`config.mk`:
```
export PLATFORM = sky130hd
export DESIGN_NAME = lane_network
export DESIGN_NICKNAME = d
export VERILOG_FILES = /design/src/hdl/lane_net_pkg.sv /design/src/hdl/bypass_buffer.sv /design/src/hdl/lane_network.sv /design/src/hdl/path_select.sv
export SDC_FILE = /design/constraint.sdc
export NUM_CORES = 1
export LEC_CHECK = 0
export BUFFER_PORTS_ARGS = -buffer_cell sky130_fd_sc_hd__buf_2
export CAP_MARGIN = 10
export CORE_AREA = 4 4 259 261
export DETAILED_ROUTE_END_ITERATION = 6
export DIE_AREA = 0 0 263 265
export HOLD_SLACK_MARGIN = 0.06
export SETUP_SLACK_MARGIN = 0.4
export SYNTH_ARGS = -nofsm -noshare
export SYNTH_HDL_FRONTEND = slang
export SYNTH_SLANG_ARGS = --single-unit
```
`constraint.sdc`:
```
create_clock -name clock -period 3.55 [get_ports clock]
set_input_delay 0.71 -clock clock [delete_from_list [all_inputs] [get_ports clock]]
set_output_delay 0.71 -clock clock [all_outputs]
set_load 0.01 [all_outputs]
```
`src/hdl/lane_net_pkg.sv`:
```
// Lane count, operand and index widths, path codes and bypass buffer sizing
package lane_net_pkg;

	//////////////////////////////////////////////////////////////////////
	// Array dimensions
	//////////////////////////////////////////////////////////////////////

	localparam int NUM_LANES	= 4;		// SIMD lanes
	localparam int NUM_SRCS		= 3;		// Source operands per lane
	localparam int BYPASS_DEPTH	= 4;		// Writeback entries per lane

	localparam int DATA_W		= 32;
	localparam int LANE_W		= $clog2(NUM_LANES);
	localparam int INDEX_W		= 5;
	localparam int PATH_W		= 2;
	localparam int COUNT_W		= $clog2(BYPASS_DEPTH + 1);
	localparam int PTR_W		= $clog2(BYPASS_DEPTH);

	//////////////////////////////////////////////////////////////////////
	// Word types
	//////////////////////////////////////////////////////////////////////

	typedef logic [DATA_W-1:0]	data_t;		// Operand or result word
	typedef logic [LANE_W-1:0]	lane_t;		// Lane number
	typedef logic [INDEX_W-1:0]	index_t;	// Register index
	typedef logic [PATH_W-1:0]	path_t;		// Per-source path code
	typedef logic [COUNT_W-1:0]	count_t;	// Bypass fill level
	typedef logic [PTR_W-1:0]	ptr_t;		// Bypass slot pointer

	//////////////////////////////////////////////////////////////////////
	// Path codes
	//////////////////////////////////////////////////////////////////////

	// Code 3 is unused and behaves like PATH_OWN
	localparam path_t PATH_OWN		= 2'd0;	// Lane's own register data
	localparam path_t PATH_LANE		= 2'd1;	// Same source from another lane
	localparam path_t PATH_SCALAR	= 2'd2;	// Broadcast from scalar unit

endpackage

```
`src/hdl/bypass_buffer.sv`:
```
// Per-lane writeback FIFO with newest-match forwarding, commit retire and full flag
`timescale 1ns/1ps

module bypass_buffer
	import lane_net_pkg::*;
(
	input									clock,
	input									rst_n,
	input									wb_valid,		// Writeback offered
	input	index_t							wb_idx,			// Writeback register index
	input	data_t							wb_data,		// Writeback result
	output	logic							wb_ready,		// Room for a writeback
	input									commit,			// Retire oldest entry
	input	index_t	[NUM_SRCS-1:0]			src_idx,		// Source register indices
	input	data_t	[NUM_SRCS-1:0]			src_data,		// Operands after path select
	input	logic	[NUM_SRCS-1:0]			bypass_en,		// Search enable per source
	output	data_t	[NUM_SRCS-1:0]			fwd_data,		// Operands after bypass
	output	logic							buffer_full
);

	index_t		idx_mem		[BYPASS_DEPTH];
	data_t		data_mem	[BYPASS_DEPTH];

	ptr_t		wr_ptr;
	ptr_t		rd_ptr;
	count_t		count;

	logic		push;
	logic		pop;

	//////////////////////////////////////////////////////////////////////
	// Handshake and fill control
	//////////////////////////////////////////////////////////////////////

	assign buffer_full	= (count == count_t'(BYPASS_DEPTH));
	assign wb_ready		= ~buffer_full;

	assign push			= wb_valid & wb_ready;
	assign pop			= commit & (count != '0);	// Commit on empty is dropped

	always_ff @(posedge clock or negedge rst_n) begin
		if (!rst_n) begin
			wr_ptr	<= '0;
			rd_ptr	<= '0;
			count	<= '0;
		end else begin
			if (push) begin
				wr_ptr	<= wr_ptr + 1'b1;
			end
			if (pop) begin
				rd_ptr	<= rd_ptr + 1'b1;
			end
			case ({push, pop})
				2'b10:		count <= count + 1'b1;
				2'b01:		count <= count - 1'b1;
				default:	count <= count;			// Both or neither
			endcase
		end
	end

	// Entry storage
	always_ff @(posedge clock) begin
		if (push) begin
			idx_mem[wr_ptr]		<= wb_idx;
			data_mem[wr_ptr]	<= wb_data;
		end
	end

	//////////////////////////////////////////////////////////////////////
	// Forwarding search
	//////////////////////////////////////////////////////////////////////

	// Walk from oldest to newest so a later match overrides an
	// earlier one and the newest writeback to an index wins
	always_comb begin
		ptr_t	slot;

		for (int s = 0; s < NUM_SRCS; s++) begin
			fwd_data[s] = src_data[s];						// No match falls through
			for (int k = 0; k < BYPASS_DEPTH; k++) begin
				slot = rd_ptr + ptr_t'(k);
				if (bypass_en[s] && (count_t'(k) < count) &&
						(idx_mem[slot] == src_idx[s])) begin
					fwd_data[s] = data_mem[slot];
				end
			end
		end
	end

endmodule

```
`src/hdl/lane_network.sv`:
```
// One lane's operand network with path select, bypass buffer and operand register
`timescale 1ns/1ps

module lane_network
	import lane_net_pkg::*;
(
	input											clock,
	input											rst_n,
	input											stall,			// Operand stage held
	input											load,			// Request accepted
	input	data_t	[NUM_SRCS-1:0]					src_data,		// Own register values
	input	index_t	[NUM_SRCS-1:0]					src_idx,		// Own register indices
	input	path_t	[NUM_SRCS-1:0]					path,
	input	lane_t	[NUM_SRCS-1:0]					lane_sel,
	input	data_t	[NUM_LANES-1:0][NUM_SRCS-1:0]	lane_data,		// Register data of all lanes
	input	data_t									scalar_data,
	input											wb_valid,
	input	index_t									wb_idx,
	input	data_t									wb_data,
	output	logic									wb_ready,
	input											commit,
	output	logic									buffer_full,
	output	data_t	[NUM_SRCS-1:0]					op_data			// To execution unit
);

	data_t	[NUM_SRCS-1:0]		sel_data;
	data_t	[NUM_SRCS-1:0]		fwd_data;
	logic	[NUM_SRCS-1:0]		bypass_en;

	//////////////////////////////////////////////////////////////////////
	// Bypass enable
	//////////////////////////////////////////////////////////////////////

	// Indices of a foreign lane or the scalar unit do not name an
	// entry of this lane's buffer, so only own and code 3 search it
	always_comb begin
		for (int s = 0; s < NUM_SRCS; s++) begin
			bypass_en[s] = (path[s] != PATH_LANE) && (path[s] != PATH_SCALAR);
		end
	end

	//////////////////////////////////////////////////////////////////////
	// Datapath
	//////////////////////////////////////////////////////////////////////

	path_select u_path_select (
		.src_data		(src_data),
		.path			(path),
		.lane_sel		(lane_sel),
		.lane_data		(lane_data),
		.scalar_data	(scalar_data),
		.sel_data		(sel_data)
	);

	bypass_buffer u_bypass_buffer (
		.clock			(clock),
		.rst_n			(rst_n),
		.wb_valid		(wb_valid),
		.wb_idx			(wb_idx),
		.wb_data		(wb_data),
		.wb_ready		(wb_ready),
		.commit			(commit),
		.src_idx		(src_idx),
		.src_data		(sel_data),
		.bypass_en		(bypass_en),
		.fwd_data		(fwd_data),
		.buffer_full	(buffer_full)
	);

	// Operand register
	always_ff @(posedge clock) begin
		if (load && !stall) begin
			op_data	<= fwd_data;						// Capture at accept edge
		end
	end

endmodule

```
`src/hdl/path_select.sv`:
```
// Per-source operand selector between own register, another lane and the scalar
`timescale 1ns/1ps

module path_select
	import lane_net_pkg::*;
(
	input	data_t	[NUM_SRCS-1:0]					src_data,		// Own register values
	input	path_t	[NUM_SRCS-1:0]					path,			// Path code per source
	input	lane_t	[NUM_SRCS-1:0]					lane_sel,		// Lane for PATH_LANE
	input	data_t	[NUM_LANES-1:0][NUM_SRCS-1:0]	lane_data,		// All lanes, source aligned
	input	data_t									scalar_data,	// Scalar broadcast
	output	data_t	[NUM_SRCS-1:0]					sel_data		// Selected operands
);

	//////////////////////////////////////////////////////////////////////
	// Selection
	//////////////////////////////////////////////////////////////////////

	// Rotation and exchange path picks the same source slot of the
	// named lane, so source 2 of this lane reads source 2 over there
	always_comb begin
		for (int s = 0; s < NUM_SRCS; s++) begin
			case (path[s])
				PATH_LANE: begin
					sel_data[s] = lane_data[lane_sel[s]][s];	// Exchange path
				end
				PATH_SCALAR: begin
					sel_data[s] = scalar_data;					// Scalar broadcast
				end
				default: begin
					sel_data[s] = src_data[s];					// Own and code 3
				end
			endcase
		end
	end

endmodule

```
# Word-level counts from Yosys, hierarchy flattened
# Memory sizes are Yosys's and may differ from the RTL's.
# Cells that the tools add are included.
[totals]
output_inout_bits = 98
ram_bits = 148
in_bits = 582
word_cells = 106
reg_bits = 103
n_memories = 2
[op_classes]
bitwise = 3
n_mux = 24
reduce_logical = 31
eq_ne = 27
n_addsub = 6
magnitude_cmp = 7
[mem_list]
columns = ["memory", "words", "word_bits", "read_ports", "rd_clocked_by_memory_dff", "write_ports", "line", "text"]
rows = [
  ["u_bypass_buffer.data_mem", 4, 32, 4, 0, 1, "bypass_buffer.sv:22", "data_t data_mem [BYPASS_DEPTH];"],
  ["u_bypass_buffer.idx_mem", 4, 5, 4, 0, 1, "bypass_buffer.sv:21", "index_t idx_mem [BYPASS_DEPTH];"],
]
[op_table]
columns = ["op", "n"]
rows = [
  ["binary-select mux 96 bit (select 2 bit)", 3],
  ["two-way mux 32 bit", 13],
  ["one-hot mux 32 bit (2 select lines)", 3],
  ["two-way mux 96 bit", 1],
  ["two-way mux 64 bit", 1],
  ["== test 5 bit", 12],
  ["logical AND 1 bit", 28],
  ["less-than comparator 2 x 3 -> 1 bit (second input constant)", 3],
  ["== test 2 x 1 -> 1 bit (second input constant)", 4],
  ["== test 2 bit (second input constant)", 4],
  ["less-than comparator 1 x 3 -> 1 bit (first input constant)", 2],
  ["less-than comparator 2 x 3 -> 1 bit (first input constant)", 2],
  ["inequality test 2 x 1 -> 1 bit (second input constant)", 3],
  ["inequality test 2 bit (second input constant)", 3],
  ["one-hot mux 3 bit (2 select lines)", 1],
  ["adder 2 x 1 -> 2 bit (second input constant)", 2],
  ["adder 2 bit (second input constant)", 2],
  ["adder 3 x 1 -> 3 bit (second input constant)", 1],
  ["== test 3 bit (second input constant)", 1],
  ["nonzero test 3 bit", 1],
  ["subtractor 3 x 1 -> 3 bit (second input constant)", 1],
  ["bitwise AND 1 bit", 2],
  ["two-way mux 1 bit", 2],
  ["nonzero test 2 bit", 1],
  ["2 further kinds", 2],
]

# Longest topological paths before layout
[logic_depth]
word_depth = 8
depth_mapped = 13
ltp_nobuf = 9

# By module
# From an unflattened synthesis, not the netlist that was laid out.
[unflattened]
cells_unflattened = 1863
area_unflattened_um2 = 20035.5
[by_module_without_submodules]
columns = ["mod", "instances", "area_each_um2", "cells_per_inst", "seq_area_each_um2"]
rows = [
  ["bypass_buffer", 1, 12773.5, 1307, 4619.4],
  ["path_select", 1, 4346.7, 456, 0.0],
  ["lane_network", 1, 2915.3, 100, 2882.8],
]

# Worst setup path before layout
# Ideal clock, no wire load.
[synth_timing]
kind = "input port to flip-flop"
startpoint = "input port stall"
endpoint = "register op_data[0] (netlist bit), enable pin"
t_arrival_ns = 4.981
setup_ns = 0.564
setup_slack_ns = -1.996
n_path_buf = 0
t_required_ns = 2.986
cell_stages = 1
path_cell_list = "nor2b_1"
[synth_between]
elab_chain_cells = 2
[synth_rtl]
columns = ["item", "line", "text"]
rows = [
  ["from (decl)", "lane_network.sv:9", "input stall,"],
  ["logical NOT 1 bit", "lane_network.sv:72", "if (load && !stall) begin"],
  ["logical AND 1 bit", "lane_network.sv:72", ""],
  ["to (signal assigned)", "lane_network.sv:73", "op_data <= fwd_data;"],
  ["to (decl)", "lane_network.sv:23", "output data_t [NUM_SRCS-1:0] op_data"],
]
# No other way between the ends.
# A chain may end at the register's enable or synchronous reset.

==> summary.txt <==
Worst setup path
  – Worst r2r path cells: 9
  – Reg2reg start: u_bypass_buffer.rd_ptr[0]
  – Critical path class: flip-flop to flip-flop
  – CP Buf/Inv Count: 3
  – Max stage delay on crit path: 520 ps
  – Critical path startpoint category: flip-flop
  – CP Capture Type: flip-flop
  – Worst-path fanout max: 19
  – Setup slack, reg-to-reg: approximately 350 ps
  – Crit path arrival time: 3560 ps
  – CP max stage cell: mux4_2
  – CP top delay family: compound AO/OA/AOI/OAI gates
  – Most used cell, CP: buf_4
  – Critical path, cell by cell: buf_4, mux4_2, buf_4, xor2_1, nor4_4, o21a_4, buf_12, a221oi_1, o31ai_2
  – WP data required: 3910 ps
  – RR Endpoint: op_data[6]

STA
  – Max Clock Freq: 313 MHz
  – Minimum clock period: between 3000 and 4000 ps
  – Period utilization: 0.901
  – Slew HR: 0.376
  – Measured slew at the worst slew-check pin: between 900 and 1000 ps
  – Worst Skew: 30.8 ps
  – Fin. Hold Viols: 0
  – Fin Setup TNS: 0 ps
  – Final setup vio count: 0
  – RSZ-0062 raised after global routing: yes
  – Slew Viols, Final: 0

Detailed routing
  – Via Count: 23.1k
  – DRC violation count after routing: 0
  – DR iter-0 viols: between 3k and 4k
  – DRT Pass-1 Iters: 6
  – Wire per inst: 39.6 um
  – Antenna viol nets, final: 0
  – Final wirelength: roughly 140000 um
  – DR vias/cell: 6.45

Clocking
  – H-tree depth: 1
  – CTS Buf Count: 31
  – CTS clk-pin slew, worst paths: 60 ps
  – Clk sinks: 251
  – CTS Root Cell: clkbuf_16
  – Max clock buf depth: 3
  – CTS tree: yes
  – Worst-Skew Late Latency: 620 ps

Global route
  – Number of global-route vias before repair: 22.6k
  – Initial antenna violation count: 58
  – Global-route wire length before repair: 190000 um
  – Largest net degree at the start of global routing: 84
  – Grt total ovfl: 0
  – Overall Global Routing Usage: 0.384

Logic synthesis
  – Most used flip-flop cell after synthesis: edfxtp_1
  – Syn avg cell area: 10.6 um^2
  – Post-synth cell types: 58
  – Synth Area in Simple Gates: 0.0830
  – Netlist Area Pre-Place: 21200 um^2
  – Area share of the largest cell type after synthesis: 0.345
  – Complex-gate fraction of the synthesized area: 0.205
  – Synth Instances: 1993
  – Area leader, netlist: edfxtp_1
  – Top cells by count, synth: mux2i_1, edfxtp_1, clkbuf_1
  – Synthesized net count: roughly 2.6k
  – Sequential share of the synthesized area: 0.353
  – Async SR Flop Fraction: 0.0279
  – Post-synthesis mux area share: 0.255
  – Warnings, synthesis: 0
  – Seq cells post-synth: between 200 and 300
  – Synth Area in XOR/XNOR: 0.0305
  – Post-Synth Adder-Cell Area: 0.00884
  – Main combinational cell family by area after synthesis: multiplexers
  – Post-synth EDFFs: 244
  – Count leader, synth: mux2i_1
  – Synth area leaders: edfxtp_1, mux4_2, mux2i_1

Placed design
  – RePlAce Congestion: around 0.99
  – Post-DP HPWL: between 100000 and 150000 um
  – DP Area: between 20000 and 30000 um^2
  – Port Buffers: 679

Die
  – Placeable Area: 64500 um^2
  – Die Width: 263 um
  – Die H: 265 um
  – Full die area: 69700 um^2
  – Row cnt: between 90 and 100
  – Ports: 680
  – Initial core utilization: 0.329

Power and ir drop
  – Switching Share: 0.478
  – Total power: 18800 uW
  – Pwr/cell area: 671 nW/um^2
  – Power share of the clock group: 0.172
  – Gate power share: 0.594
  – Maximum vdd drop: 0.539 mV
  – Sequential power share: 0.233
  – Internal cell power: 9820 uW
  – Lkg Pwr: approximately 0.012 uW
  – Switching pwr: 9010 uW

Hold path
  – Class of the worst hold path: input pin to flip-flop
  – Hold path start: wb_data[27]
  – Hold path depth: 1
  – Hold EP: u_bypass_buffer.data_mem[2][27]

Status
  – Outcome: finished clean

Finish
  – Layout cells sized above 1: 0.418
  – FF+latch area: 7510 um^2
  – FILL cells: 6298
  – Final Cell Area: 28100 um^2
  – Fin nets: 3276
  – Multi-input combinational cell area: 12600 um^2
  – Area Overhead vs Synth: 32.2%

Job
  – Max Cap Violations: 0
## cell usage in the layout (no fill, tap or decap), types with 5 or more instances in the layout
cell type / Yosys / layout
o21ai_0: 75 / 74
a22oi_1: 34 / 34
o31ai_2: 4 / 13
a2111oi_1: 0 / 5
o31ai_1: 92 / 79
buf_12: 1 / 39
and3_2: 0 / 5
o21ai_1: 22 / 21
mux2_2: 35 / 35
dfrtp_1: 7 / 5
nor2b_1: 26 / 25
o311a_1: 13 / 13
buf_4: 10 / 141
and2_1: 10 / 10
ha_1: 15 / 12
mux4_2: 110 / 111
xnor2_1: 38 / 38
buf_2: 42 / 679
diode_2: 0 / 28
mux2i_1: 246 / 245
nand3_1: 18 / 17
a221oi_1: 115 / 114
clkbuf_1: 140 / 7
a2111oi_0: 32 / 27
nand2_1: 84 / 84
buf_6: 12 / 14
a21oi_1: 53 / 53
nor2_1: 109 / 109
a211oi_1: 121 / 119
and3_1: 59 / 53
clkinv_2: 0 / 6
inv_1: 83 / 83
edfxtp_1: 244 / 244
o211ai_1: 21 / 21
nor3_1: 23 / 21
clkbuf_16: 0 / 32
clkinv_1: 1 / 7
nor4_4: 4 / 7
xor2_1: 36 / 36
## logic make-up after synthesis
kind of cell               Yosys count
buffers and inverters              309
xor gates and xnor gates            74
DFF                                251
adders and majority gates           15
muxes                              395
and+or+nand+nor                    354
AOI/OAI and AO/OA                  595
## cell type report
type	instances	area share
timing repair buffer	878	0.196
inverter	84	0.0113
clock buffer	41	0.0301
multi-input combinational	1433	0.449
clock inverter	17	0.00562
antenna	28	0.00250
sequential	251	0.268
tap	855	0.0381
## worst max path at each step
| stage | from | to | slack [ps] | cells past startpoint |
|---|---|---|---|---|
| 2_1_floorplan | lane_sel[4] | op_data[65] | 660 | 7 |
| 3_3_place_gp | u_bypass_buffer.rd_ptr[0] | op_data[6] | -170 | 8 |
| 3_5_place_dp | u_bypass_buffer.rd_ptr[0] | op_data[6] | -170 | 8 |
| 4_1_cts | u_bypass_buffer.rd_ptr[0] | op_data[6] | 340 | 10 |
| 5_1_grt | u_bypass_buffer.rd_ptr[0] | op_data[6] | 320 | 9 |
| 6_report | u_bypass_buffer.rd_ptr[0] | op_data[6] | 350 | 9 |
## stage by stage
stage / hold WS (ps) / setup slack [ps] / cells / util
after floorplan: 414 / 658 / 1993 / -
after global placement: 550 / -169 / 3490 / 0.413
after detailed placement: 575 / -168 / 3490 / 0.413
after CTS: 296 / 336 / 3557 / 0.432
after global routing: 311 / 322 / 3572 / 0.435
final: 310 / 352 / 3587 / 0.435
## power by group through the flow
stage	logic [uW]	registers [uW]	clock network (uW)
global route	11600	4420	3390
global placement	10500	4450	0
CTS	10800	4370	3270
finish	11200	4390	3240
detailed placement	10500	4470	0
floorplan	6060	4260	0
## per-layer routing
metal,wire [um],up-vias,global-route usage
li1,-,9351,-
met1,53500,11500,0.484
met2,62800,1825,0.597
met3,15300,381,0.107
met4,10200,40,0.217
met5,248,-,0
## state kept, by name, summed over array words and instances (netlist names)
register                  cells
u_bypass_buffer.data_mem    128
u_bypass_buffer.idx_mem      20
u_bypass_buffer.rd_ptr        2
u_bypass_buffer.count         3
op_data                      96
u_bypass_buffer.wr_ptr        2
## timing repair
item	4_1_cts	5_1_grt
resized for setup	28	32
buffers inserted	8	1
gates cloned	0	1
pin swaps	4	5
endpoints found under the setup margin	75	88
hold endpoints to repair	7	0
hold buffers	1	0
Power figures use the tool's default switching activity.
